`config.mk`:
```
export PLATFORM = sky130hd
export DESIGN_NAME = instrQueue
export DESIGN_NICKNAME = d
export VERILOG_FILES = /design/src/isaPkg.sv /design/src/pipePkg.sv /design/src/instrQueue.sv
export VERILOG_INCLUDE_DIRS = /design/src /design/src/src
export SDC_FILE = /design/constraint.sdc
export NUM_CORES = 1
export LEC_CHECK = 0
export BUFFER_PORTS_ARGS = -buffer_cell sky130_fd_sc_hd__buf_4
export CAP_MARGIN = 20
export CORE_MARGIN = 5
export CORE_UTILIZATION = 41
export DETAILED_ROUTE_END_ITERATION = 6
export PLACE_DENSITY = 0.75
export SKIP_LAST_GASP = 1
export SLEW_MARGIN = 10
export SYNTH_ARGS = -nofsm -noshare
export SYNTH_HDL_FRONTEND = slang
export SYNTH_SLANG_ARGS = --single-unit
```
`constraint.sdc`:
```
create_clock -name clk -period 2.3 [get_ports clk]
set_clock_uncertainty 0.1 [all_clocks]
set_input_delay 0.575 -clock clk [delete_from_list [all_inputs] [get_ports clk]]
set_output_delay 0.575 -clock clk [all_outputs]
set_load 0.05 [all_outputs]
```
`src/cpu_defines.svh`:
```
`ifndef CPU_DEFINES_SVH
`define CPU_DEFINES_SVH

// datapath and instruction width.
`define CPU_WIDTH 16

// architectural registers, r0 reads as zero.
`define CPU_REGS 16

// word-addressed memories.
`define CPU_IMEM_DEPTH 256
`define CPU_DMEM_DEPTH 256

// fetch packets held between fetch and execute, power of two.
`define CPU_QUEUE_DEPTH 4

`endif

```
`src/isaPkg.sv`:
```
`default_nettype none
`include "cpu_defines.svh"

package isaPkg;

  typedef logic [`CPU_WIDTH-1:0] word_t;
  typedef logic [$clog2(`CPU_REGS)-1:0] regIdx_t;
  typedef logic [$clog2(`CPU_IMEM_DEPTH)-1:0] addr_t;

  typedef logic [7:0] imm8_t;  // LHB, LLB and branch offset.
  typedef logic [3:0] imm4_t;  // shift amount and load/store offset.

  typedef enum logic [3:0] {
    OP_ADD  = 4'd0,
    OP_SUB  = 4'd1,
    OP_AND  = 4'd2,
    OP_NOR  = 4'd3,
    OP_SLL  = 4'd4,
    OP_SRL  = 4'd5,
    OP_LW   = 4'd8,
    OP_SW   = 4'd9,
    OP_LHB  = 4'd10,
    OP_LLB  = 4'd11,
    OP_BEQZ = 4'd12,
    OP_JAL  = 4'd13,
    OP_JR   = 4'd14,
    OP_HLT  = 4'd15
  } opcode_t;

endpackage

`default_nettype wire

```
`src/pipePkg.sv`:
```
`default_nettype none

package pipePkg;

  import isaPkg::*;

  typedef struct packed {
    word_t pc;
    word_t instr;
  } fetchPacket_t;

  typedef struct packed {
    logic  valid;
    word_t target;
  } redirect_t;

  // write-back trace.
  typedef struct packed {
    logic    valid;
    regIdx_t idx;
    word_t   data;
  } regWrite_t;

  typedef struct packed {
    logic  en;
    addr_t addr;
    word_t instr;
  } progWrite_t;

  typedef enum logic [1:0] {EMPTY, PARTIAL, FULL} queueState_t;

endpackage

`default_nettype wire

```
`src/instrQueue.sv`:
```
`timescale 1ns/100ps
`default_nettype none
`include "cpu_defines.svh"

module instrQueue (
  input  logic                  clk,
  input  logic                  rst,
  input  logic                  flush,
  input  logic                  inValid,
  output logic                  inReady,
  input  pipePkg::fetchPacket_t inPacket,
  output logic                  outValid,
  input  logic                  outReady,
  output pipePkg::fetchPacket_t outPacket
);

  import pipePkg::*;

  localparam int PTR_W = $clog2(`CPU_QUEUE_DEPTH);

  fetchPacket_t buffer [`CPU_QUEUE_DEPTH];
  logic [PTR_W-1:0] rdPtr, wrPtr, rdNext, wrNext;  // wrap needs power-of-two depth.
  queueState_t state;
  logic push, pop;

  assign inReady   = (state != FULL);
  assign outValid  = (state != EMPTY);
  assign outPacket = buffer[rdPtr];

  assign push   = inValid && inReady && !flush;  // flush drops the incoming packet.
  assign pop    = outValid && outReady;
  assign rdNext = rdPtr + 1'b1;
  assign wrNext = wrPtr + 1'b1;

  always_ff @(posedge clk) begin
    if (push) begin
      buffer[wrPtr] <= inPacket;
    end
  end

  always_ff @(posedge clk) begin
    if (rst || flush) begin
      rdPtr <= '0;
      wrPtr <= '0;
      state <= EMPTY;
    end else begin
      if (push) wrPtr <= wrNext;
      if (pop) rdPtr <= rdNext;
      case ({push, pop})
        2'b10:   state <= (wrNext == rdPtr) ? FULL : PARTIAL;
        2'b01:   state <= (rdNext == wrPtr) ? EMPTY : PARTIAL;
        default: state <= state;  // idle, or push and pop together.
      endcase
    end
  end

  // full never takes a packet, empty never gives one.
  assert property (@(posedge clk) disable iff (rst)
    (state == FULL && !flush) |=> $stable(wrPtr));
  assert property (@(posedge clk) disable iff (rst)
    (state == EMPTY && !flush) |=> $stable(rdPtr));

endmodule

`default_nettype wire

```
==> impl_metrics.sql <==
INSERT INTO impl_metrics (metric_group, metric, value, unit) VALUES
('clocking', 'htree_levels', '4', ''),
('worst_setup_path', 'endpoint_kind', 'output port', ''),
('route', 'via_count', '2407', ''),
('power', 'p_leak', '2.28', 'nW'),
('final_layout', 'syn_to_final_growth', '30.3', '%'),
('sta', 'whs', '0.256', 'ns'),
('route', 'drtPass1Iterations', '4', ''),
('route', 'wl_per_cell', '18.4', 'um'),
('placed_design', 'globalplace.congestion', '0.690', ''),
('power', 'powerDensity', '871', 'nW/um^2'),
('clocking', 'worst_skew_pair.late_latency', '0.42', 'ns'),
('worst_setup_path', 'critPathArrivalTime', '1.72', 'ns'),
('grt', 'grt-busiest-layer', 'met2', ''),
('sta', 'slew-limit-headroom', '67.4', '%'),
('grt', 'groute.layer.met3.usage', '6.22', '%'),
('min_path', 'min-delay-path-class', 'in2reg', ''),
('clocking', 'cts.root.buffer_cell', 'clkbuf_16', ''),
('clocking', 'max-clock-path-buffers', '2', ''),
('die', 'ios', '71', ''),
('final_layout', 'layout.nets', '356', ''),
('worst_setup_path', 'cpPeakStageDelay', '0.51', 'ns'),
('route', 'detail_route.vias_per_cell', '4.87', ''),
('sta', 'timing.final.crit_period', '2.40', 'ns'),
('grt', 'groute.layer.met2.usage', '20.8', '%'),
('power', 'max-vdd-ir-drop', '588', 'uV'),
('sta', 'fmax', '417', 'MHz'),
('final_layout', 'drive_above_1_share', '46.9', '%'),
('die', 'core_area', '12100', 'sq um'),
('placed_design', 'placed_area', '5960', 'sq um'),
('worst_setup_path', 'crit-reg2reg-launch', 'state[1]$_SDFFE_PP0P_', ''),
('sta', 'final-hold-violation-count', '0', ''),
('route', 'drc', '0', ''),
('sta', 'timing.final.crit_share', '104', '%'),
('placed_design', 'dp.final_hpwl', '5860', 'um'),
('grt', 'grtUsageMet1', '16.2', '%'),
('min_path', 'min_from', 'inPacket[23]', ''),
('clocking', 'clock_sinks', '136', ''),
('die', 'floorplan.die.height', '122', 'um'),
('grt', 'wire_length_of_the_first_global_routing_pass', '14200', 'um'),
('sta', 'finalWorstSetupSlack', '-0.0993', 'ns'),
('sta', 'rsz0062_at_grt', 'true', ''),
('worst_setup_path', 'critPathLaunchType', 'flop', ''),
('die', 'die-area', '14800', 'sq um'),
('synth', 'synth-seq-cells', '136', ''),
('final_layout', 'commonest_non_fill_non_tap_cell_in_the_layout', 'edfxtp_1', ''),
('placed_design', 'port_buffers', '70', ''),
('grt', 'globalRouteOverflowTotal', '0', ''),
('die', 'die_w', '122', 'um'),
('final_layout', 'n_antenna_cell', '0', ''),
('sta', 'setup_viol', '32', ''),
('synth', 'netlist_instances', '219', ''),
('grt', 'grt.total_usage', '13.4', '%'),
('flow_run', 'max-cap-violations', '0', ''),
('final_layout', 'layout.cells.most_common_list', '128 x edfxtp_1, 52 x buf_4, 31 x mux4_2', ''),
('worst_setup_path', 'capturing_instance_or_port_of_the_critical_path', 'outPacket[17]', ''),
('route', 'route.final.wire_length', '9090', 'um'),
('power', 'fin_total_pwr', '5.81', 'mW'),
('worst_setup_path', 'rr_worst_depth', '7', ''),
('outcome', 'status', 'complete, but fails checks', ''),
('synth', 'synth-seq-area-share', '78.2', '%'),
('die', 'floorplan.initialDensity', '42.3', '%'),
('clocking', 'tritoncts_clock_tree', 'built', ''),
('clocking', 'clk_pin_slew', '0.06', 'ns'),
('grt', 'grt_pass1_vias', '2621', ''),
('synth', 'synth-warning-count', '0', ''),
('final_layout', 'num-fill-cells', '959', ''),
('worst_setup_path', 'timing_worst_setup_path_type', 'reg2out', ''),
('outcome', 'failed_checks', 'negative setup slack', ''),
('grt', 'grt_start_max_net_pins', '20', ''),
('worst_setup_path', 'timing.rr.end', 'state[0]$_SDFFE_PP0P_', ''),
('worst_setup_path', 'crit_slowest_cell', 'mux4_2', '');
through the flow:
step	instances	util [%]	TNS [ns]	setup WS (ns)
2_1_floorplan	219	-	0	0.0417
3_3_place_gp	462	49.2	0	0.262
3_5_place_dp	462	49.2	0	0.147
4_1_cts	495	54.9	-4.02	-0.165
5_1_grt	494	55.1	-4.17	-0.155
6_report	494	55.1	-2.19	-0.0993
how the worst min path moves through the flow:
stage | endpoint | slack [ns] | cells after the start
global route | buffer[1][31]$_DFFE_PP_ | 0.24 | 1
global placement | state[0]$_SDFFE_PP0P_ | 0.41 | 2
floorplan | state[0]$_SDFFE_PP0P_ | 0.38 | 2
detailed placement | state[0]$_SDFFE_PP0P_ | 0.42 | 2
CTS | buffer[3][23]$_DFFE_PP_ | 0.23 | 1
finish | buffer[1][23]$_DFFE_PP_ | 0.26 | 1
state kept, by name, indices dropped and copies added, names as in the netlist, named ones only:
signal	flops
wrPtr	2
state	2
rdPtr	2
buffer	128
Yosys cell counts, drive strengths merged:
| cell type | instances | area, sq um |
|---|---|---|
| nor2 | 4 | 15.0 |
| xnor2 | 3 | 26.3 |
| o21a | 1 | 7.51 |
| xor2 | 2 | 17.5 |
| o211ai | 1 | 7.51 |
| mux4 | 32 | 728 |
| or2 | 2 | 12.5 |
| buf | 7 | 86.3 |
| nand3b | 2 | 15.0 |
| mux2i | 1 | 10.0 |
| o21ai | 2 | 10.0 |
| o211a | 1 | 10.0 |
| dfxtp | 8 | 160 |
| nand3 | 3 | 15.0 |
| edfxtp | 128 | 3840 |
| inv | 6 | 22.5 |
| ha | 5 | 62.6 |
| and2 | 4 | 25.0 |
| clkbuf | 1 | 3.75 |
| a21oi | 2 | 10.0 |
| o31ai | 2 | 20.0 |
| nor2b | 1 | 6.26 |
| nor3 | 1 | 5.00 |
kinds of logic (layout without fill, tap and decap cells):
| kind of cell | after synthesis | in the layout | share of synthesized area [%] |
|---|---|---|---|
| compound gates | 9 | 9 | 1.27 |
| simple gates | 17 | 17 | 1.83 |
| mux | 33 | 33 | 14.4 |
| flops | 136 | 136 | 78.2 |
| fa+ha+maj | 5 | 5 | 1.22 |
| buf+inv | 14 | 121 | 2.20 |
| xor+xnor | 5 | 5 | 0.855 |
worst max-delay path, delay by kind of cell, from the launching register on:
family	cells	cell delay (ns)
flip-flops	1	0.42
multiplexers	1	0.51
buffers and inverters	2	0.38
where the power goes:
part / internal [mW] / total, mW / switching, mW
combinational: 0.164 / 0.396 / 0.232
sequential: 2.75 / 2.77 / 0.0142
clock: 1.68 / 2.64 / 0.962
total: 4.60 / 5.81 / 1.21
area by class of cell:
| type | count | area [sq um] | area share [%] |
|---|---|---|---|
| Sequential cell | 136 | 4010 | 60.1 |
| Multi-Input combinational cell | 69 | 1000 | 15.1 |
| Timing Repair Buffer | 84 | 842 | 12.6 |
| Clock buffer | 17 | 425 | 6.38 |
| Tap cell | 168 | 210 | 3.15 |
| Clock inverter | 14 | 158 | 2.36 |
| Inverter | 6 | 22.5 | 0.338 |
metal layers:
layer	vias to the layer above	routed length, um
li1	1096	-
met1	1229	3710
met2	61	4560
met3	19	615
met4	2	178
met5	-	20
timing repair:
item                                   4_1_cts  5_1_grt
buffers inserted                             1        0
hold buffers                                 0        0
gates resized for setup                     21       11
endpoints found under the hold margin        0        0
setup endpoints to repair                   32       32
gates cloned                                 1        0
Power figures use the tool's default switching activity.
